**config.mk**
```make
export PLATFORM = sky130hd
export DESIGN_NAME = if_stage
export DESIGN_NICKNAME = d
export VERILOG_FILES = /design/src/hw/if_ctrl_pkg.sv /design/src/hw/if_cfg_pkg.sv /design/src/hw/fetch_if.sv /design/src/hw/if_stage.sv /design/src/hw/if_id_stage.sv /design/src/hw/instr_buffer.sv /design/src/hw/fetch_requester.sv
export SDC_FILE = /design/constraint.sdc
export NUM_CORES = 1
export LEC_CHECK = 0
export BUFFER_PORTS_ARGS = -buffer_cell sky130_fd_sc_hd__buf_2
export CAP_MARGIN = 20
export CORE_MARGIN = 2
export CORE_UTILIZATION = 35
export DETAILED_ROUTE_END_ITERATION = 12
export GPL_TIMING_DRIVEN = 0
export PLACE_DENSITY_LB_ADDON = 0.15
export SYNTH_ARGS = -nofsm -noshare
export SYNTH_HDL_FRONTEND = slang
export SYNTH_HIERARCHICAL = 1
export SYNTH_SLANG_ARGS = --single-unit
```
**constraint.sdc**
```tcl
create_clock -name clk -period 7 [get_ports clk]
set_input_delay 1.4 -clock clk [delete_from_list [all_inputs] [get_ports clk]]
set_output_delay 1.4 -clock clk [all_outputs]
set_load 0.02 [all_outputs]
```
**src/hw/if_ctrl_pkg.sv**
```systemverilog
// Fetch stage control encodings
package if_ctrl_pkg;

  ////////////////////////////////////////
  // Next-PC select
  ////////////////////////////////////////

  // Redirect source chosen by the controller
  typedef enum logic [3:0] {
    PC_BOOT     = 4'd0,
    PC_JUMP     = 4'd1,
    PC_BRANCH   = 4'd2,
    PC_MRET     = 4'd3,
    PC_DRET     = 4'd4,
    PC_TRAP_EXC = 4'd5,
    PC_TRAP_IRQ = 4'd6,
    PC_TRAP_NMI = 4'd7,
    PC_TRAP_DBD = 4'd8,
    PC_TRAP_DBE = 4'd9
  } pc_mux_e;

  ////////////////////////////////////////
  // Requester FSM
  ////////////////////////////////////////

  // Idle until the first redirect, then fetching for good
  typedef enum logic {
    FS_IDLE  = 1'b0,
    FS_FETCH = 1'b1
  } fetch_state_e;

endpackage

```
**src/hw/if_cfg_pkg.sv**
```systemverilog
// Fetch stage configuration
package if_cfg_pkg;

  ////////////////////////////////////////
  // Vector types
  ////////////////////////////////////////

  // Byte address on the instruction bus
  typedef logic [31:0] addr_t;

  // Raw 32-bit instruction word
  typedef logic [31:0] instr_t;

  // Trap vector base, bits 31 to 7 of mtvec
  typedef logic [24:0] mtvec_t;

  // Interrupt index for vectored traps
  typedef logic [4:0]  irq_id_t;

  // Small count, 0 to 3
  // Shared by buffer slots and outstanding fetches
  typedef logic [1:0]  buf_cnt_t;

  ////////////////////////////////////////
  // Sizes and constants
  ////////////////////////////////////////

  // Instruction buffer entries
  localparam buf_cnt_t BUF_DEPTH = 2'd3;

  // Fetches allowed in flight on the bus
  localparam buf_cnt_t MAX_OUTSTANDING = 2'd2;

  // Vector slot taken by an NMI
  localparam irq_id_t NMI_INDEX = 5'd15;

  // Sequential fetch step, one word
  localparam addr_t PC_STEP = 32'd4;

endpackage
```
**src/hw/fetch_if.sv**
```systemverilog
// Fetch stage internal interfaces
`timescale 1ns/1ps
`default_nettype none

// Requester to buffer, response write path
interface fetch_push_if;

  // One-cycle write strobe with its payload
  logic                 push;
  if_cfg_pkg::addr_t    push_addr;
  if_cfg_pkg::instr_t   push_instr;
  logic                 push_err;
  // One-cycle pulse, empties the buffer
  logic                 flush;
  // Empty slots, seen by the requester for slot reservation
  if_cfg_pkg::buf_cnt_t free_cnt;

  modport requester (
    output push, push_addr, push_instr, push_err, flush,
    input  free_cnt
  );

  modport buffer (
    input  push, push_addr, push_instr, push_err, flush,
    output free_cnt
  );

endinterface

// Buffer to IF/ID register, head entry read path
interface fetch_pop_if;

  // Head entry, valid while the buffer is not empty
  logic               valid;
  if_cfg_pkg::addr_t  addr;
  if_cfg_pkg::instr_t instr;
  logic               err;
  // Consume the head at the next edge when valid
  logic               pop;

  modport buffer (output valid, addr, instr, err, input pop);

  modport stage (input valid, addr, instr, err, output pop);

endinterface

`default_nettype wire

```
**src/hw/if_stage.sv**
```systemverilog
// Instruction fetch stage
`timescale 1ns/1ps
`default_nettype none

module if_stage (
  input  logic                 clk,
  input  logic                 rst_n,
  // Controller
  input  logic                 pc_set_i,
  input  if_ctrl_pkg::pc_mux_e pc_mux_i,
  input  logic                 kill_if_i,
  input  logic                 halt_if_i,
  // Redirect targets
  input  if_cfg_pkg::addr_t    boot_addr_i,
  input  if_cfg_pkg::addr_t    jump_target_i,
  input  if_cfg_pkg::addr_t    branch_target_i,
  input  if_cfg_pkg::addr_t    mepc_i,
  input  if_cfg_pkg::addr_t    dpc_i,
  input  if_cfg_pkg::addr_t    dm_halt_addr_i,
  input  if_cfg_pkg::addr_t    dm_exception_addr_i,
  input  if_cfg_pkg::mtvec_t   mtvec_addr_i,
  input  if_cfg_pkg::irq_id_t  irq_id_i,
  // Instruction bus
  output logic                 instr_req_o,
  output if_cfg_pkg::addr_t    instr_addr_o,
  input  logic                 instr_gnt_i,
  input  logic                 instr_rvalid_i,
  input  if_cfg_pkg::instr_t   instr_rdata_i,
  input  logic                 instr_err_i,
  // Decode side
  input  logic                 id_ready_i,
  output logic                 instr_valid_o,
  output if_cfg_pkg::addr_t    instr_pc_o,
  output if_cfg_pkg::instr_t   instr_o,
  output logic                 abort_o,
  // Status
  output logic                 if_busy_o,
  output logic                 csr_mtvec_init_o
);

  fetch_push_if u_push_if ();
  fetch_pop_if  u_pop_if ();

  ////////////////////////////////////////
  // Requester, buffer, IF/ID
  ////////////////////////////////////////

  fetch_requester u_requester (
    .clk                 (clk),
    .rst_n               (rst_n),
    .pc_set_i            (pc_set_i),
    .pc_mux_i            (pc_mux_i),
    .boot_addr_i         (boot_addr_i),
    .jump_target_i       (jump_target_i),
    .branch_target_i     (branch_target_i),
    .mepc_i              (mepc_i),
    .dpc_i               (dpc_i),
    .dm_halt_addr_i      (dm_halt_addr_i),
    .dm_exception_addr_i (dm_exception_addr_i),
    .mtvec_addr_i        (mtvec_addr_i),
    .irq_id_i            (irq_id_i),
    .req_o               (instr_req_o),
    .addr_o              (instr_addr_o),
    .gnt_i               (instr_gnt_i),
    .rvalid_i            (instr_rvalid_i),
    .rdata_i             (instr_rdata_i),
    .err_i               (instr_err_i),
    .csr_mtvec_init_o    (csr_mtvec_init_o),
    .busy_o              (if_busy_o),
    .push                (u_push_if.requester)
  );

  instr_buffer u_buffer (
    .clk   (clk),
    .rst_n (rst_n),
    .push  (u_push_if.buffer),
    .pop   (u_pop_if.buffer)
  );

  // Redirect also clears the IF/ID valid bit
  if_id_stage u_if_id (
    .clk           (clk),
    .rst_n         (rst_n),
    .pop           (u_pop_if.stage),
    .kill_if_i     (kill_if_i),
    .halt_if_i     (halt_if_i),
    .pc_set_i      (pc_set_i),
    .id_ready_i    (id_ready_i),
    .instr_valid_o (instr_valid_o),
    .instr_pc_o    (instr_pc_o),
    .instr_o       (instr_o),
    .abort_o       (abort_o)
  );

endmodule

`default_nettype wire

```
**src/hw/if_id_stage.sv**
```systemverilog
// IF/ID pipeline register
`timescale 1ns/1ps
`default_nettype none

module if_id_stage (
  input  logic               clk,
  input  logic               rst_n,
  // Head of the instruction buffer
  fetch_pop_if.stage         pop,
  // Controller and decode handshake
  input  logic               kill_if_i,
  input  logic               halt_if_i,
  input  logic               pc_set_i,
  input  logic               id_ready_i,
  // Issued instruction
  output logic               instr_valid_o,
  output if_cfg_pkg::addr_t  instr_pc_o,
  output if_cfg_pkg::instr_t instr_o,
  output logic               abort_o
);

  logic take;

  ////////////////////////////////////////
  // Pop control
  ////////////////////////////////////////

  // Move the head into IF/ID when decode can take it
  // Kill, halt and redirect all keep the buffer untouched
  assign take = pop.valid && id_ready_i && !kill_if_i && !halt_if_i && !pc_set_i;
  assign pop.pop = take;

  ////////////////////////////////////////
  // IF/ID register
  ////////////////////////////////////////

  always_ff @(posedge clk or negedge rst_n) begin
    if (!rst_n) begin
      instr_valid_o <= 1'b0;
    end else if (kill_if_i || pc_set_i) begin
      // Wrong-path instruction is dropped
      instr_valid_o <= 1'b0;
    end else if (take) begin
      instr_valid_o <= 1'b1;
    end else if (id_ready_i) begin
      // Decode took it and nothing new follows
      instr_valid_o <= 1'b0;
    end
  end

  // Payload only moves with a pop, so it holds under stall
  always_ff @(posedge clk) begin
    if (take) begin
      instr_pc_o <= pop.addr;
      instr_o    <= pop.instr;
      // Bus error marks the instruction for abort in decode
      abort_o    <= pop.err;
    end
  end

endmodule

`default_nettype wire

```
**src/hw/instr_buffer.sv**
```systemverilog
// Instruction buffer
`timescale 1ns/1ps
`default_nettype none

module instr_buffer (
  input  logic        clk,
  input  logic        rst_n,
  fetch_push_if.buffer push,
  fetch_pop_if.buffer  pop
);

  // Entry storage
  if_cfg_pkg::addr_t    addr_mem  [if_cfg_pkg::BUF_DEPTH];
  if_cfg_pkg::instr_t   instr_mem [if_cfg_pkg::BUF_DEPTH];
  logic                 err_mem   [if_cfg_pkg::BUF_DEPTH];

  if_cfg_pkg::buf_cnt_t wr_ptr_q;
  if_cfg_pkg::buf_cnt_t rd_ptr_q;
  if_cfg_pkg::buf_cnt_t count_q;
  logic                 do_push;
  logic                 do_pop;

  // Pointer step with wrap at the last entry
  function automatic if_cfg_pkg::buf_cnt_t ptr_inc(input if_cfg_pkg::buf_cnt_t ptr);
    if (ptr == if_cfg_pkg::BUF_DEPTH - 2'd1) begin
      return '0;
    end else begin
      return ptr + 2'd1;
    end
  endfunction

  ////////////////////////////////////////
  // Control
  ////////////////////////////////////////

  // Flush wins over both ports
  assign do_push = push.push && !push.flush;
  assign do_pop  = pop.pop && pop.valid && !push.flush;

  always_ff @(posedge clk or negedge rst_n) begin
    if (!rst_n) begin
      wr_ptr_q <= '0;
      rd_ptr_q <= '0;
      count_q  <= '0;
    end else if (push.flush) begin
      wr_ptr_q <= '0;
      rd_ptr_q <= '0;
      count_q  <= '0;
    end else begin
      if (do_push) begin
        wr_ptr_q <= ptr_inc(wr_ptr_q);
      end
      if (do_pop) begin
        rd_ptr_q <= ptr_inc(rd_ptr_q);
      end
      count_q <= count_q + {1'b0, do_push} - {1'b0, do_pop};
    end
  end

  // Slot reservation count for the requester
  assign push.free_cnt = if_cfg_pkg::BUF_DEPTH - count_q;

  ////////////////////////////////////////
  // Storage
  ////////////////////////////////////////

  always_ff @(posedge clk) begin
    if (do_push) begin
      addr_mem[wr_ptr_q]  <= push.push_addr;
      instr_mem[wr_ptr_q] <= push.push_instr;
      err_mem[wr_ptr_q]   <= push.push_err;
    end
  end

  // Head entry straight from storage
  assign pop.valid = (count_q != 2'd0);
  assign pop.addr  = addr_mem[rd_ptr_q];
  assign pop.instr = instr_mem[rd_ptr_q];
  assign pop.err   = err_mem[rd_ptr_q];

endmodule

`default_nettype wire

```
**src/hw/fetch_requester.sv**
```systemverilog
// Fetch requester
`timescale 1ns/1ps
`default_nettype none

module fetch_requester (
  input  logic                 clk,
  input  logic                 rst_n,
  // Redirect from the controller
  input  logic                 pc_set_i,
  input  if_ctrl_pkg::pc_mux_e pc_mux_i,
  input  if_cfg_pkg::addr_t    boot_addr_i,
  input  if_cfg_pkg::addr_t    jump_target_i,
  input  if_cfg_pkg::addr_t    branch_target_i,
  input  if_cfg_pkg::addr_t    mepc_i,
  input  if_cfg_pkg::addr_t    dpc_i,
  input  if_cfg_pkg::addr_t    dm_halt_addr_i,
  input  if_cfg_pkg::addr_t    dm_exception_addr_i,
  input  if_cfg_pkg::mtvec_t   mtvec_addr_i,
  input  if_cfg_pkg::irq_id_t  irq_id_i,
  // Instruction bus
  output logic                 req_o,
  output if_cfg_pkg::addr_t    addr_o,
  input  logic                 gnt_i,
  input  logic                 rvalid_i,
  input  if_cfg_pkg::instr_t   rdata_i,
  input  logic                 err_i,
  // Status
  output logic                 csr_mtvec_init_o,
  output logic                 busy_o,
  // Response write into the buffer
  fetch_push_if.requester      push
);

  if_ctrl_pkg::fetch_state_e state_q;
  if_cfg_pkg::addr_t         target;
  if_cfg_pkg::addr_t         fetch_addr_q;
  if_cfg_pkg::addr_t         hold_addr_q;
  logic                      hold_q;
  if_cfg_pkg::addr_t         q_addr [if_cfg_pkg::MAX_OUTSTANDING];
  if_cfg_pkg::buf_cnt_t      q_cnt_q;
  if_cfg_pkg::buf_cnt_t      stale_cnt_q;
  if_cfg_pkg::buf_cnt_t      out_cnt;
  logic                      can_req;
  logic                      grant;
  logic                      stale_drop;
  logic                      q_push;
  logic                      q_pop;

  ////////////////////////////////////////
  // Next PC select
  ////////////////////////////////////////

  always_comb begin
    target = boot_addr_i;
    case (pc_mux_i)
      if_ctrl_pkg::PC_BOOT:     target = boot_addr_i;
      if_ctrl_pkg::PC_JUMP:     target = jump_target_i;
      if_ctrl_pkg::PC_BRANCH:   target = branch_target_i;
      if_ctrl_pkg::PC_MRET:     target = mepc_i;
      if_ctrl_pkg::PC_DRET:     target = dpc_i;
      // Exceptions share the vector base
      if_ctrl_pkg::PC_TRAP_EXC: target = {mtvec_addr_i, 7'h00};
      // Vectored, base plus index times 4
      if_ctrl_pkg::PC_TRAP_IRQ: target = {mtvec_addr_i, irq_id_i, 2'b00};
      if_ctrl_pkg::PC_TRAP_NMI: target = {mtvec_addr_i, if_cfg_pkg::NMI_INDEX, 2'b00};
      if_ctrl_pkg::PC_TRAP_DBD: target = dm_halt_addr_i;
      if_ctrl_pkg::PC_TRAP_DBE: target = dm_exception_addr_i;
      default:                  target = boot_addr_i;
    endcase
  end

  // mtvec is set up by the CSR file on boot only
  assign csr_mtvec_init_o = pc_set_i && (pc_mux_i == if_ctrl_pkg::PC_BOOT);

  ////////////////////////////////////////
  // Bus request
  ////////////////////////////////////////

  // Owed responses, valid plus stale
  assign out_cnt = q_cnt_q + stale_cnt_q;
  assign busy_o  = (out_cnt != 2'd0);

  // Request only with a bus slot and a reserved buffer slot
  assign can_req = (out_cnt < if_cfg_pkg::MAX_OUTSTANDING) && (q_cnt_q < push.free_cnt);

  // A request cut off by a redirect is held until granted
  assign req_o  = hold_q || ((state_q == if_ctrl_pkg::FS_FETCH) && can_req);
  assign addr_o = hold_q ? hold_addr_q : fetch_addr_q;
  assign grant  = req_o && gnt_i;

  // Responses from before a redirect go first and are dropped
  assign stale_drop = rvalid_i && (stale_cnt_q != 2'd0);
  assign q_push     = grant && !hold_q && !pc_set_i;
  assign q_pop      = rvalid_i && !stale_drop && !pc_set_i;

  // Write path into the buffer
  assign push.push       = q_pop;
  assign push.push_addr  = q_addr[0];
  assign push.push_instr = rdata_i;
  assign push.push_err   = err_i;
  assign push.flush      = pc_set_i;

  always_ff @(posedge clk or negedge rst_n) begin
    if (!rst_n) begin
      state_q     <= if_ctrl_pkg::FS_IDLE;
      hold_q      <= 1'b0;
      q_cnt_q     <= '0;
      stale_cnt_q <= '0;
    end else begin
      if (pc_set_i) begin
        state_q     <= if_ctrl_pkg::FS_FETCH;
        q_cnt_q     <= '0;
        // Everything owed so far becomes stale
        stale_cnt_q <= out_cnt + {1'b0, grant} - {1'b0, rvalid_i};
      end else begin
        q_cnt_q     <= q_cnt_q + {1'b0, q_push} - {1'b0, q_pop};
        stale_cnt_q <= stale_cnt_q + {1'b0, grant && hold_q} - {1'b0, stale_drop};
      end
      if (pc_set_i && req_o && !gnt_i) begin
        hold_q <= 1'b1;
      end else if (hold_q && gnt_i) begin
        hold_q <= 1'b0;
      end
    end
  end

  // Fetch address, held request address and granted address queue
  always_ff @(posedge clk) begin
    if (pc_set_i) begin
      fetch_addr_q <= {target[31:2], 2'b00};
    end else if (q_push) begin
      fetch_addr_q <= fetch_addr_q + if_cfg_pkg::PC_STEP;
    end
    if (pc_set_i && req_o && !gnt_i) begin
      hold_addr_q <= addr_o;
    end
    if (q_pop) begin
      q_addr[0] <= q_addr[1];
    end
    if (q_push) begin
      // Slot index is the count left after this cycle's pop
      if ((q_cnt_q == 2'd0) || ((q_cnt_q == 2'd1) && q_pop)) begin
        q_addr[0] <= addr_o;
      end else begin
        q_addr[1] <= addr_o;
      end
    end
  end

endmodule

`default_nettype wire

```
==> Word-level counts from Yosys, hierarchy flattened <==
Memory sizes are Yosys's and may differ from the RTL's. A register that Yosys moved wholly into a read port is not among the register bits.
Index checks and enable logic that the tools add are counted.
{ "totals": {"out_inout_bits": 101, "wordCells": 116, "ram_bits": 259, "n_memories": 4, "regBits": 77, "inputBits": 299} }
{ "memory_table": {"columns": ["name", "depth", "word_bits", "read_ports", "rd_clocked_by_memory_dff", "wr", "line", "text"], "rows": [
  ["u_buffer.addr_mem", 3, 32, 1, 1, 1, "instr_buffer.sv:13", "if_cfg_pkg::addr_t addr_mem [if_cfg_pkg::BUF_DEPTH];"],
  ["u_buffer.instr_mem", 3, 32, 1, 1, 1, "instr_buffer.sv:14", "if_cfg_pkg::instr_t instr_mem [if_cfg_pkg::BUF_DEPTH];"],
  ["u_requester.q_addr", 2, 32, 2, 0, 1, "fetch_requester.sv:39", "if_cfg_pkg::addr_t q_addr [if_cfg_pkg::MAX_OUTSTANDING];"],
  ["u_buffer.err_mem", 3, 1, 1, 1, 1, "instr_buffer.sv:15", "logic err_mem [if_cfg_pkg::BUF_DEPTH];"]
]} }
{ "classes": {"n_reduce_logical": 41, "muxes": 32, "bitwise_logic": 1, "n_lt_le_gt_ge": 2, "n_eq_ne": 12, "add_sub_neg": 13} }
{ "ops": {"columns": ["operator", "n"], "rows": [
  ["case mux 32 bit (9 select lines)", 1],
  ["2-to-1 mux 32 bit", 5],
  ["adder 32 x 3 -> 32 bit, second input constant", 1],
  ["OR reduction 32 bit", 1],
  ["logical AND 1 bit", 21],
  ["2-to-1 mux 2 bit", 9],
  ["2-to-1 mux 1 bit", 17],
  ["== test 4 x 3 -> 1 bit, second input constant", 4],
  ["nonzero test 2 bit", 7],
  ["adder 2 x 1 -> 2 bit", 4],
  ["== test 4 x 2 -> 1 bit, second input constant", 2],
  ["== test 4 bit, second input constant", 2],
  ["subtractor 2 x 1 -> 2 bit", 4],
  ["zero test 1 bit", 6],
  ["adder 2 x 1 -> 2 bit, second input constant", 2],
  ["== test 2 bit, second input constant", 2],
  ["== test 4 x 1 -> 1 bit, second input constant", 1],
  ["zero test 4 bit", 1],
  ["logical OR 1 bit", 3],
  ["nonzero test 3 bit", 1],
  ["adder 2 bit", 1],
  ["== test 2 x 1 -> 1 bit, second input constant", 1],
  ["zero test 2 bit", 1],
  ["less-than comparator 2 bit", 1],
  ["3 further kinds", 3]
]} }

==> Longest topological paths before layout <==
Gate-level depths: netlist (run 1).
{ "logic_depth": {"depth_word": 12, "mapped_depth": 14, "mapped_depth_nobuf": 14} }

==> Modules after synthesis <==
The synthesis (run 1) kept the hierarchy.
{ "by_module_without_submodules": {"columns": ["mod", "seq_area_each_um2", "area_each_um2", "cells_per_inst", "n_inst"], "rows": [
  ["fetch_requester", 3933.8, 8808.4, 805, 1],
  ["instr_buffer", 6005.8, 7598.5, 446, 1],
  ["if_id_stage", 1976.9, 2008.2, 70, 1]
]} }

==> Least setup slack after synthesis (run 1) <==
Ideal clock, no wire load.
{ "synth_timing": {"path_kind": "input to register", "from": "input port pc_set_i", "to": "memory u_buffer/addr_mem[1][0] in the netlist's numbering, enable pin", "setup_ps": 582, "stages": 5, "path_buffers": 1, "path_slack_ps": -643, "arrival_ps": 7061, "required_ps": 6418, "path_cell_list": "buf_6 or4b_4 inv_1 nand2b_1 nor3b_1"} }
{ "synth_via": {"elab_chain_cells": 5} }
{ "synth_rtl": {"columns": ["item", "line", "text"], "rows": [
  ["start, declared", "if_stage.sv:9", "input logic pc_set_i,"],
  ["zero test 1 bit", "fetch_requester.sv:94", "assign q_pop = rvalid_i && !stale_drop && !pc_set_i;"],
  ["logical AND 1 bit", "fetch_requester.sv:94", null],
  ["named net u_push_if.push", "fetch_if.sv:9", "logic push;"],
  ["logical AND 1 bit", "instr_buffer.sv:37", "assign do_push = push.push && !push.flush;"],
  ["2-to-1 mux 1 bit", "instr_buffer.sv:68", "if (do_push) begin"],
  ["2-to-1 mux 1 bit (implied by the code)", "instr_buffer.sv:69", "addr_mem[wr_ptr_q] <= push.push_addr;"],
  ["end, declared", "instr_buffer.sv:13", null]
]} }
The timed path passes the listed nets, and every way through them passes these cells.

==> Final worst setup path (run 1) <==
{ "layout_timing": {"from": "input port pc_mux_i[1]", "to": "output port csr_mtvec_init_o"} }
{ "layout_via": {"elab_chain_cells": 2} }
{ "layout_rtl": {"columns": ["item", "line", "text"], "rows": [
  ["start, declared", "if_stage.sv:10", "input if_ctrl_pkg::pc_mux_e pc_mux_i,"],
  ["zero test 4 bit", "fetch_requester.sv:73", "assign csr_mtvec_init_o = pc_set_i && (pc_mux_i == if_ctrl_pkg::PC_BOOT);"],
  ["logical AND 1 bit", "fetch_requester.sv:73", null],
  ["end, declared", "if_stage.sv:38", "output logic csr_mtvec_init_o"]
]} }
Every way passes these cells.

==> results of run 1 <==
## layer usage
layer,vias up,track usage,wire length (µm)
met2,441,0.422,32600
met3,111,0.0446,3320
li1,5861,-,-
met5,-,0,96
met4,14,0.0912,2520
met1,6018,0.241,23100
## cells in the final DEF (no fill, tap or decap), types with 13 or more instances in the layout
master / count
sky130_fd_sc_hd__buf_6: 23
sky130_fd_sc_hd__a21oi_1: 34
sky130_fd_sc_hd__o22ai_1: 22
sky130_fd_sc_hd__clkbuf_1: 52
sky130_fd_sc_hd__mux2i_1: 78
sky130_fd_sc_hd__inv_1: 17
sky130_fd_sc_hd__o21ai_0: 87
sky130_fd_sc_hd__a22o_1: 22
sky130_fd_sc_hd__nor2b_1: 16
sky130_fd_sc_hd__edfxtp_1: 386
sky130_fd_sc_hd__nor2_1: 18
sky130_fd_sc_hd__clkbuf_16: 42
sky130_fd_sc_hd__a221oi_1: 14
sky130_fd_sc_hd__nand3_1: 21
sky130_fd_sc_hd__mux2_2: 46
sky130_fd_sc_hd__dfrtp_1: 13
sky130_fd_sc_hd__a22oi_1: 24
sky130_fd_sc_hd__nand2_1: 111
sky130_fd_sc_hd__xor2_1: 21
sky130_fd_sc_hd__o21ai_1: 31
sky130_fd_sc_hd__buf_4: 73
sky130_fd_sc_hd__mux2_4: 27
sky130_fd_sc_hd__nand4_1: 14
sky130_fd_sc_hd__buf_2: 381
sky130_fd_sc_hd__nand2b_1: 13
## logic make-up after synthesis
group	Yosys count	synth area share
simple gates	248	0.0682
mux	151	0.0925
fa+ha+maj	11	0.00747
xor+xnor	35	0.0181
flops	399	0.647
compound gates	308	0.110
buf+inv	169	0.0563
## worst min-delay path by stage
stage	start	endpoint	slack, ns	depth (start not counted)
finish	u_requester/state_q$_DFFE_PN0P_	u_requester/state_q$_DFFE_PN0P_	0.47	1
global route	u_requester/state_q$_DFFE_PN0P_	u_requester/state_q$_DFFE_PN0P_	0.48	1
CTS	u_requester/state_q$_DFFE_PN0P_	u_requester/state_q$_DFFE_PN0P_	0.47	1
detailed placement	u_requester/state_q$_DFFE_PN0P_	u_requester/state_q$_DFFE_PN0P_	0.45	1
global placement	u_requester/state_q$_DFFE_PN0P_	u_requester/state_q$_DFFE_PN0P_	0.45	1
floorplan	u_requester/state_q$_DFFE_PN0P_	u_requester/state_q$_DFFE_PN0P_	0.44	1
## cells in the mapped netlist (all sizes together) (12+ instances only)
master  number  area, µm²
edfxtp     386      11600
o21ai      118        591
buf        114        830
nand2      111        417
mux2i       78        781
mux2        73        923
clkbuf      38        143
a21oi       35        179
a22oi       24        180
a22o        22        193
nand3       22        123
o22ai       22        138
xor2        21        184
nor2        20       75.1
inv         17       63.8
nor2b       16        100
a221oi      14        123
nand4       14       87.6
dfrtp       13        325
nand2b      13       81.3
xnor2       12        105
## worst register-to-register path, cell delays in order (launching register included)
cell and delay (ns):
sky130_fd_sc_hd__dfrtp_1 0.42, sky130_fd_sc_hd__or4b_4 0.59, sky130_fd_sc_hd__inv_1 0.17, sky130_fd_sc_hd__nand2b_1 0.18, sky130_fd_sc_hd__nor3b_2 0.62, sky130_fd_sc_hd__buf_6 0.25
sky130_fd_sc_hd__buf_6 0.19, sky130_fd_sc_hd__buf_6 0.19
## flip-flops by register name, indices dropped and copies added (netlist names), 2 cells and up
| register | cells |
|---|---|
| u_requester/q_cnt_q | 2 |
| u_buffer/wr_ptr_q | 2 |
| u_buffer/rd_ptr_q | 2 |
| u_buffer/addr_mem | 96 |
| u_requester/fetch_addr_q | 30 |
| u_requester/q_addr | 64 |
| u_buffer/instr_mem | 96 |
| u_buffer/count_q | 2 |
| u_requester/stale_cnt_q | 2 |
| u_if_id/instr_pc_o | 32 |
| u_buffer/err_mem | 3 |
| u_if_id/instr_o | 32 |
| u_requester/hold_addr_q | 32 |
## where the power goes
| part | switching [µW] | internal, µW |
|---|---|---|
| clock | 858 | 1180 |
| sequential | 110 | 2960 |
| combinational | 805 | 554 |
| total | 1770 | 4690 |
## stage by stage
stage,hold slack (ns),std cells,TNS [ns]
6_report,0.473,2460,0
5_1_grt,0.482,2459,0
4_1_cts,0.471,2459,0
3_5_place_dp,0.452,2386,0
3_3_place_gp,0.453,2360,-911.73
2_1_floorplan,0.437,1321,-99.74
## cell type report
type,count,area share
sequential,399,0.525
multi-input combinational,753,0.243
timing repair buffer,377,0.0932
clock buffer,56,0.0487
buffer,152,0.0429
tap,688,0.0380
clock inverter,17,0.00612
inverter,17,0.00281
antenna,1,0.000110
==> run summary, run 1 <==
Before CTS, the worst setup slack after placement is 2.11 ns. In the final design database the tool counted 2050 nets. The floorplan step set the die width to 233 µm. Total nets after synthesis: 1631. Following the worst setup path forward leads to its endpoint at csr_mtvec_init_o.

Maximum number of buffers from clock root to sink: 3. The part of the Yosys area used for sequential elements is 0.647, and the deepest level of the CTS H-tree is 2. The worst-case IR drop observed on VDD is 191 µV. Maximum number of pins on one net before global-route repair: 33. The standard cell with the maximum stage delay on the critical path is sky130_fd_sc_hd__nor2_1. The synthesized netlist cell count came out at 1321. The tools report the number of failing hold endpoints at the final stage as 0. The shortest clock period the worst path allows after layout works out to 5.02 ns. Relative to the synthesized area, the layout overhead comes to 23.2%. Critical path launch point type: an input port. The ratio of total power to cell area is 285 nW/µm², and the sequential cell area is 11900 µm².

The tools report the area of the core region as 52300 µm². The synthesis-stage register bit count works out to 399. The placement row count was 84. The normalized max-slew margin was 0.294; the global-route wire length before repair was 87.0 mm. In the routed layout, each cell is associated on average with a via count of 5.06.

The type of the most critical hold path was flip-flop to flip-flop. The critical path is of the input port to output port type. TritonCTS built the clock tree.

Global routing finished with a remaining overflow of 0. The mean post-synth cell area is 13.9 µm², and the required time of the critical path is 5.60 ns. Summing all placed instances gives a cell area of 21400 µm². The number of global-route vias before repair came out at 12900.

Setup violations remaining at the end of the flow were counted as 0. The signal on the critical path passes through buf_2, buf_2, nor2_1, buf_2, buf_2, and3_1, buf_2. After detailed routing, the number of remaining DRC violations is 0. The wire-length estimate of the detail-placed layout is 49.2 mm.

The critical path starts at pc_mux_i[1]. The clock drives 399 sinks. After clock tree synthesis, the setup repair step added 0 buffers.

Counting cells, the worst reg-to-reg path comes to 7. The distinct cell type count of the synthesized netlist was 71; the post-detailed-route wirelength per cell was 25.1 µm. The count of nets left with antenna violations after detail routing was 0; the post-cts hold buffer count was 0. The cell that appears most often on the critical path is sky130_fd_sc_hd__buf_2. In this run the clock root is driven by a sky130_fd_sc_hd__clkbuf_16. The run gives 0 as the number of gates resized after cts. For this run, the leading register cell type out of synthesis is sky130_fd_sc_hd__edfxtp_1. The port buffer count is 351, and the length of the first detailed-routing pass in iterations is 5.

The tool flagged a number of max-cap violations equal to 0. In this design, the stage delay of the slowest critical-path cell is 0.64 ns. The area of the mapped netlist is 18400 µm². The run gives 0.199 GHz as the maximum achievable frequency.

For the pin with the worst max-slew slack, the measured transition is 1.05 ns. The initial antenna violation count was 8; the via total after detailed routing was 12400. The tools report the reg-to-reg setup timing slack as 4.08 ns. The floorplan step set the die height to 233 µm.

Counting buffers and inverters, the worst setup path is 7 cells deep. The Yosys warning count is 6. Setup repair after global routing left no endpoint under its margin.

In the post-route analysis, the smallest setup slack over all paths is 1.98 ns. Pin placement for this block handled 400 I/O pins. The worst path buffer plus inverter count was 5; the final setup skew was 0.0186 ns.

The total routing resource utilization after global routing is 0.223. Yosys mapped a number of flops with a built-in enable equal to 386. The tools report the routed wire length as 61.6 mm. The nature of the critical path endpoint is an output port. In this run the worst path has a maximum fanout of 10. Summing all multi-input logic gate instances after layout gives 5510 µm². The run gives 0 as the max-slew violation count.

The tools report the data arrival time at the worst-slack endpoint as 3.62 ns. In this design, the largest share of critical-path delay is due to buffers and inverters. Total power for the finished layout comes to 6460 µW. Counting the buffers created by CTS gives 40. The layout cell share with drive strength beyond 1 was 0.358; the latest clock arrival within the worst-skew pair was 0.53 ns. Share of async-settable or async-resettable flops after synthesis: 0.0326. Once layout is done, the placed cells without fillers occupy 22700 µm².

The run finished with clean final reports. Clock-pin slew was measured on the worst setup and hold paths at 0.06 ns. The initial standard-cell utilization of the core was 0.352. The logs give 0.942 for the final weighted congestion in routability-driven placement and 0.433 for the final core utilization.

After the first detailed-routing iteration, the DRC count stood at 722. The critical register-to-register path startpoint is u_requester/stale_cnt_q[1]$_DFF_PN0_. The reg-to-reg critical path endpoint is u_buffer/instr_mem[1][1]$_DFFE_PP_. The final-layout fill cell count was 4992; the static leakage power was 0.00829 µW.

The tools report the die outline area as 54500 µm². The final period utilization works out to 0.717.
No activity file was read; power rests on OpenSTA's default activity.
==> run 2, diff against run 1 <==
Clock period 7 ns to 4.8 ns, I/O delays scaled along.
==> run 2 against run 1 <==
Compared with the run above: final cell count about the same; total power increased by 47%; sequential power increased by 46%; clock power increased by 49%; sequential cell count unchanged; utilization increased by 0.17 points; critical path depth unchanged.
==> run summary, run 2 (same netlist as run 1, synthesis figures left out) <==
For the number of buffers created by CTS, the log shows 40. The net total in the final layout is 2044, and the via total after detailed routing is 12600. Setup violations remaining at the end of the flow were counted as 0. The signal on the critical path passes through buf_2, buf_2, nor2_1, buf_2, buf_2, and3_1, buf_2. Among the stages of the critical path, the cell type that occurs most often is sky130_fd_sc_hd__buf_2.

The critical register-to-register path startpoint was u_requester/stale_cnt_q[1]$_DFF_PN0_. The latest clock arrival within the worst-skew pair is 0.53 ns. The completed layout was analyzed and its total power is 9500 µW. For the data arrival time at the worst-slack endpoint, the log shows 2.79 ns. Dividing the detail-routed wire length by the instance count gives 25.1 µm. Among cell families on the critical path, the largest total delay comes from buffers and inverters. The switching portion of total power was 0.277; the area of the core region was 52300 µm². The clock passes through at most 3 buffers. Number of global-route vias before repair: 12900. The tools report the total I/O pin count as 400.

Relative to the synthesized area, the layout overhead comes to 23.6%. The normalized max-slew margin is 0.366. The critical path is of the input port to output port type. The final weighted congestion in routability-driven placement is 0.955. The commonest non-fill, non-tap cell in the layout is sky130_fd_sc_hd__edfxtp_1. The worst hold path belongs to the class input port to asynchronous set/reset pin. Timing analysis after detailed placement gives a worst setup slack of 0.925 ns. The total half-perimeter wirelength after legalization and detailed placement was 48.8 mm. From bottom edge to top edge, the die measures 233 µm.

The clock share of power was 0.318; the static leakage power was 0.00830 µW. Counting the fill cells in the layout gives 4899. The run gives 0.352 as the initial standard-cell utilization of the core.

The run gives 0 as the post-route DRC violation count. Counting I/O delays and the setup requirement, the final critical path takes 3.75 ns. The number of buffers and inverters on the critical path is 5. The tools report the maximum number of pins on one net before global-route repair as 33. In the final layout, the registers with the most flip-flops are u_buffer/addr_mem x96, u_buffer/instr_mem x96, u_requester/q_addr x64. The number of failing hold endpoints at the final stage is 0. For this design, the slowest cell found on the critical path is sky130_fd_sc_hd__buf_2.

After clock tree synthesis, the clock-pin slew on the worst setup and hold paths is 0.06 ns. Across the run, the number of max-cap violations was 0. TritonCTS built the clock tree. The final period utilization is 0.782, and the deepest level of the CTS H-tree is 2. Clock tree synthesis found a total of 399 sinks. Timing would allow up to 0.267 GHz. The analysis attributes to net switching a power of 2630 µW. The run gives 12 as the initial antenna violation count. Row generation in the floorplan step produced 84 rows.

The routed wire length was 61.6 mm. The total routing resource utilization after global routing came out at 0.223. Post-CTS repair changed the size of 0 cells. The first global-routing pass estimated 87.2 mm of wire.

Across the VDD grid, the largest voltage drop is 252 µV. Ratio of total power to cell area: 417 nW/µm². CTS placed an instance of sky130_fd_sc_hd__clkbuf_16 at the clock tree root.

In this design, the stage delay of the slowest critical-path cell is 0.42 ns. The run finished with clean final reports. The pre-antenna-repair detailed-routing pass consisted of 5 iterations.

The worst setup path is launched from an input port. The largest fanout of any net on the critical path was 10; the detail-routed via count per cell was 5.13. The layout cell share with drive strength beyond 1 is 0.360, and the total grt overflow is 0. Internal power comes to 6870 µW. The setup slack after layout is 1.05 ns.

Tracing the worst setup path back leads to its startpoint at pc_mux_i[1]. Setup repair after global routing left no endpoint under its margin. Port buffer count: 351.

The tools report the nature of the critical path endpoint as an output port. After clock tree synthesis, the flow added hold-fix buffers numbering 0. The power share of the sequential group is 0.472, and the combinational power share is 0.210. The final setup skew is 0.0168 ns, and the reg-to-reg setup timing slack is 1.85 ns.

Once the clock tree was built, the setup fixing pass inserted 0 buffers. For this block, the initial DRC count from the detailed router was 793. The number of cells on the worst reg-to-reg path is 7. Data on the critical path is required at its endpoint by 3.84 ns.

In this run the remaining antenna-violating nets after routing total 0. The library cells used most frequently in the layout, excluding fill and tap cells, are 386 x sky130_fd_sc_hd__edfxtp_1, 382 x sky130_fd_sc_hd__buf_2, 111 x sky130_fd_sc_hd__nand2_1, 87 x sky130_fd_sc_hd__o21ai_0, 78 x sky130_fd_sc_hd__mux2i_1. Max-slew violation count: 0.

The actual slew at the worst max-slew pin is 0.948 ns. Measured along the x axis, the die boundary spans 233 µm. The worst register-to-register path ends at u_buffer/instr_mem[1][16]$_DFFE_PP_.

The floorplan step defined a die boundary enclosing 54500 µm².
[run 2: changes by cell type in the layout (fill, tap and decap cells not counted), moves of 3 or more]
cell and change:
sky130_fd_sc_hd__clkbuf_1 -5, sky130_fd_sc_hd__diode_2 +4, sky130_fd_sc_hd__buf_6 -19, sky130_fd_sc_hd__clkinv_2 +5
sky130_fd_sc_hd__clkinv_1 -3, sky130_fd_sc_hd__buf_16 +6, sky130_fd_sc_hd__nor3b_2 -3, sky130_fd_sc_hd__buf_8 +5
[run 2: power by group through the flow]
| stage | logic (µW) | clock network (µW) | registers (µW) |
|---|---|---|---|
| floorplan | 1270 | 0 | 4510 |
| global placement | 1960 | 0 | 4560 |
| detailed placement | 2020 | 0 | 4560 |
| CTS | 2030 | 3110 | 4480 |
| global route | 2150 | 3240 | 4520 |
| finish | 2000 | 3020 | 4480 |
[run 2: cell type report]
type                       instances  area (µm²)  share of cell area
antenna                            5        12.5            0.000550
buffer                           152         972              0.0427
clock buffer                      50        1060              0.0465
clock inverter                    24         208             0.00912
inverter                          17        63.8             0.00280
multi-input combinational        753        5520               0.243
sequential                       399       11900               0.523
tap                              688         861              0.0378
timing repair buffer             371        2150              0.0945
[run 2: worst max-delay path by stage]
| stage | slack, ns | to | cells after the start |
|---|---|---|---|
| after detailed placement | 0.92 | u_requester/fetch_addr_q[22]$_DFFE_PP_ | 7 |
| final | 1.05 | csr_mtvec_init_o | 7 |
| after global routing | 1.0 | csr_mtvec_init_o | 7 |
| after CTS | 1.07 | csr_mtvec_init_o | 7 |
| after global placement | -0.92 | u_buffer/instr_mem[1][4]$_DFFE_PP_ | 6 |
| after floorplan | 0.70 | u_buffer/addr_mem[1][0]$_DFFE_PP_ | 5 |
[run 2: routing by layer]
layer	GRT usage	part of all wire	up-vias
met1	0.239	0.36	6079
met4	0.114	0.057	14
met5	0	0.0016	-
li1	-	-	5864
met3	0.0444	0.061	147
met2	0.415	0.52	518
[run 2: worst register-to-register path, cell delays in order (launching register included)]
cell                       delay (ns)
sky130_fd_sc_hd__dfrtp_1         0.43
sky130_fd_sc_hd__or4b_4          0.59
sky130_fd_sc_hd__inv_1           0.17
sky130_fd_sc_hd__nand2b_1        0.24
sky130_fd_sc_hd__nor3b_4         0.59
sky130_fd_sc_hd__buf_8           0.25
sky130_fd_sc_hd__buf_8           0.20
sky130_fd_sc_hd__buf_8           0.18
[run 2: stage by stage]
step                TNS (ns)  hold slack [ns]  cells  utilization  cell area (µm²)
floorplan                  0            0.437   1321            -            18500
global placement     -162.25            0.456   2360        0.403            21100
detailed placement         0            0.455   2380        0.411            21500
CTS                        0            0.303   2454        0.435            22800
global route               0            0.330   2456        0.435            22800
finish                     0            0.329   2459        0.435            22800
==> run 3, diff against run 2 <==
Clock period 4.8 ns to 3 ns, I/O delays scaled along.
==> run 3 against run 2 <==
Compared with the run above: register-to-register slack lost 1.6 ns; routed wire length rose by 0.37%; non-clock buffer count fell by 1; first-iteration DRC count is 2.1% higher; final cell count shrank 0.28%; sequential share of layout area rose by 0.095 points; via count decreased by 0.33%; largest cell class unchanged.
==> run summary, run 3 (same netlist as run 1, synthesis figures left out) <==
The core region is 52300 µm². The tools report the total routing resource utilization after global routing as 0.225. The largest registers in the layout are u_buffer/addr_mem x96, u_buffer/instr_mem x96, u_requester/q_addr x64. The tree is rooted in a sky130_fd_sc_hd__clkbuf_16.

The ratio of total power to cell area is 663 nW/µm². Between clock sinks in the finished design, the worst skew comes to 0.0225 ns. Counting along the longest clock path gives a buffer depth of 3. STA classifies the critical path startpoint as an input port. The number of setup buffers added after CTS is 0.

The path class of the tightest hold or removal check is input port to flip-flop. The number of global-route vias before repair was 13000; the post-route DRC violation count was 0. The setup check on the worst reg-to-reg path leaves a slack of 0.30 ns.

At the pin with the least slew margin, the transition time is 0.914 ns. Detailed routing inserted a total of 12600 vias. The logs give 2379 for the number of cells after detailed placement and 0 for the count of nets left with antenna violations after detail routing.

Dividing the detail-routed via count by the number of cells gives 5.13. The tools report the latest clock arrival within the worst-skew pair as 0.54 ns. TritonCTS built the clock tree.

The area growth from synthesis to layout is 23.4%. In this run the number of H-tree levels came out at 2. Setup repair after global routing left no endpoint under its margin. The logs give 0.389 for the normalized max-slew margin and 0 for the number of endpoints failing setup at the final stage. The initial antenna violation count came out at 6. The tools report the nature of the critical path endpoint as a flip-flop. Clock-pin slew was measured on the worst setup and hold paths at 0.06 ns. The tools report the number of sinks driven by the clock tree as 399. In this run the static leakage power is 0.00828 µW.

Class of the most critical setup path: input port to flip-flop. The port buffer count is 351. The maximum achievable frequency was 0.341 GHz; the y dimension of the die was 233 µm. The routed design has 61.8 mm of wire. The total half-perimeter wirelength after legalization and detailed placement is 48.5 mm.

The congestion estimate from routability-driven global placement came to 0.963. The run gives 15100 µW as the post-route total power. Buffers inserted during clock tree synthesis total 40.

The largest fanout of any net on the critical path is 10. At the end of the flow, the number of nets in the layout was 2043. The max-slew violation count is 0.

The library cell used most frequently in the layout, excluding fill and tap cells, is sky130_fd_sc_hd__edfxtp_1. The layout cell share with drive strength beyond 1 is 0.362, and the required time of the critical path is 3.26 ns. The horizontal die dimension came out at 233 µm. The logs give 84 for the placement row count and 400 for the total I/O pin count.

The run gives 0.352 as the initial standard-cell utilization of the core. The final core utilization was 0.434; the final period utilization was 0.978. The first global-routing pass estimated 87.8 mm of wire. The finished layout holds 2452 standard cells, fillers aside. The length of the first detailed-routing pass in iterations is 8, and the die outline area is 54500 µm².

The shortest clock period the worst path allows after layout is 2.93 ns. Entering global routing, the biggest net connects 33 pins. The tool flagged a number of max-cap violations equal to 0. The tools report the initial DRC count as 810. The total grt overflow is 0, and the post-detailed-route wirelength per cell is 25.2 µm. For the final-layout fill cell count, the log shows 4980. Number of failing hold endpoints at the final stage: 0.

The flow ran to the end, and the final reports show no timing, DRC or antenna violations. Before CTS, the worst setup slack after placement is -0.448 ns. The setup slack after layout is 0.0673 ns. The peak supply drop was 383 µV. On the final layout, the worst hold slack is 0.249 ns. At the worst endpoint, the arrival time is 3.19 ns.

The top cell types in the final layout, fill and taps aside, are 386 x sky130_fd_sc_hd__edfxtp_1, 382 x sky130_fd_sc_hd__buf_2, 111 x sky130_fd_sc_hd__nand2_1, 87 x sky130_fd_sc_hd__o21ai_0, 78 x sky130_fd_sc_hd__mux2i_1.
run 3: cell count changes in the layout (fill, tap and decap cells not counted), moves of 2 or more:
| cell | before | now |
|---|---|---|
| sky130_fd_sc_hd__clkbuf_1 | 47 | 42 |
| sky130_fd_sc_hd__diode_2 | 5 | 2 |
| sky130_fd_sc_hd__buf_1 | 3 | 1 |
| sky130_fd_sc_hd__bufinv_16 | 3 | 1 |
| sky130_fd_sc_hd__clkinv_1 | 6 | 8 |
| sky130_fd_sc_hd__clkinvlp_4 | 2 | 4 |
| sky130_fd_sc_hd__inv_6 | 2 | 0 |
run 3: repair_timing:
item                       CTS  global route
hold buffers                 1             0
hold endpoints to repair    13             0
resized for setup            4             1
setup endpoints to repair   27            12
pin swaps                    0             0
run 3: final timing paths:
path                       depth (start not counted)                                  from                                endpoint
max in group asynchronous                          2                                 rst_n        u_buffer/wr_ptr_q[1]$_DFFE_PN0P_
min                                                1                     instr_rdata_i[22]     u_buffer/instr_mem[0][22]$_DFFE_PP_
max                                                7                           pc_mux_i[2]  u_requester/fetch_addr_q[22]$_DFFE_PP_
min reg2reg                                        1       u_requester/state_q$_DFFE_PN0P_         u_requester/state_q$_DFFE_PN0P_
max reg2reg                                        6  u_requester/stale_cnt_q[1]$_DFF_PN0_      u_buffer/instr_mem[1][6]$_DFFE_PP_
min in group asynchronous                          2                                 rst_n        u_buffer/rd_ptr_q[0]$_DFFE_PN0P_
run 3: final cells by class:
type | count | area, µm² | area share
Sequential cell | 399 | 11900 | 0.524
Multi-Input combinational cell | 753 | 5530 | 0.243
Timing Repair Buffer | 371 | 2140 | 0.0941
Clock buffer | 48 | 1070 | 0.0472
Buffer | 151 | 981 | 0.0432
Tap cell | 688 | 861 | 0.0379
Clock inverter | 23 | 155 | 0.00683
Inverter | 17 | 66.3 | 0.00292
Antenna cell | 2 | 5.00 | 0.000220
run 3: metal layers:
metal | GRT usage | part of all wire
met1 | 0.249 | 0.37
met2 | 0.410 | 0.51
met3 | 0.0444 | 0.061
met4 | 0.112 | 0.053
met5 | 0 | 0.00086
run 3: through the flow:
| step | TNS [ns] | instance area (µm²) |
|---|---|---|
| after floorplan | -95.46 | 18500 |
| after global placement | -506.09 | 21100 |
| after detailed placement | -15.82 | 21500 |
| after CTS | 0 | 22700 |
| after global routing | 0 | 22700 |
| final | 0 | 22700 |
run 3: report_power, final:
part | leakage [µW] | internal, µW | switching (µW)
Sequential | 0.00369 | 6910 | 275
Clock | 0.000594 | 2640 | 2050
Combinational | 0.00399 | 1310 | 1880
Total | 0.00828 | 10900 | 4200
run 3: worst max-delay path, cell delays in order:
cell and delay [ns]:
sky130_fd_sc_hd__buf_2 0.12, sky130_fd_sc_hd__buf_2 0.19, sky130_fd_sc_hd__nor2_1 0.49, sky130_fd_sc_hd__clkbuf_1 0.67, sky130_fd_sc_hd__nand2_1 0.10, sky130_fd_sc_hd__a222oi_1 0.80, sky130_fd_sc_hd__o22ai_1 0.19
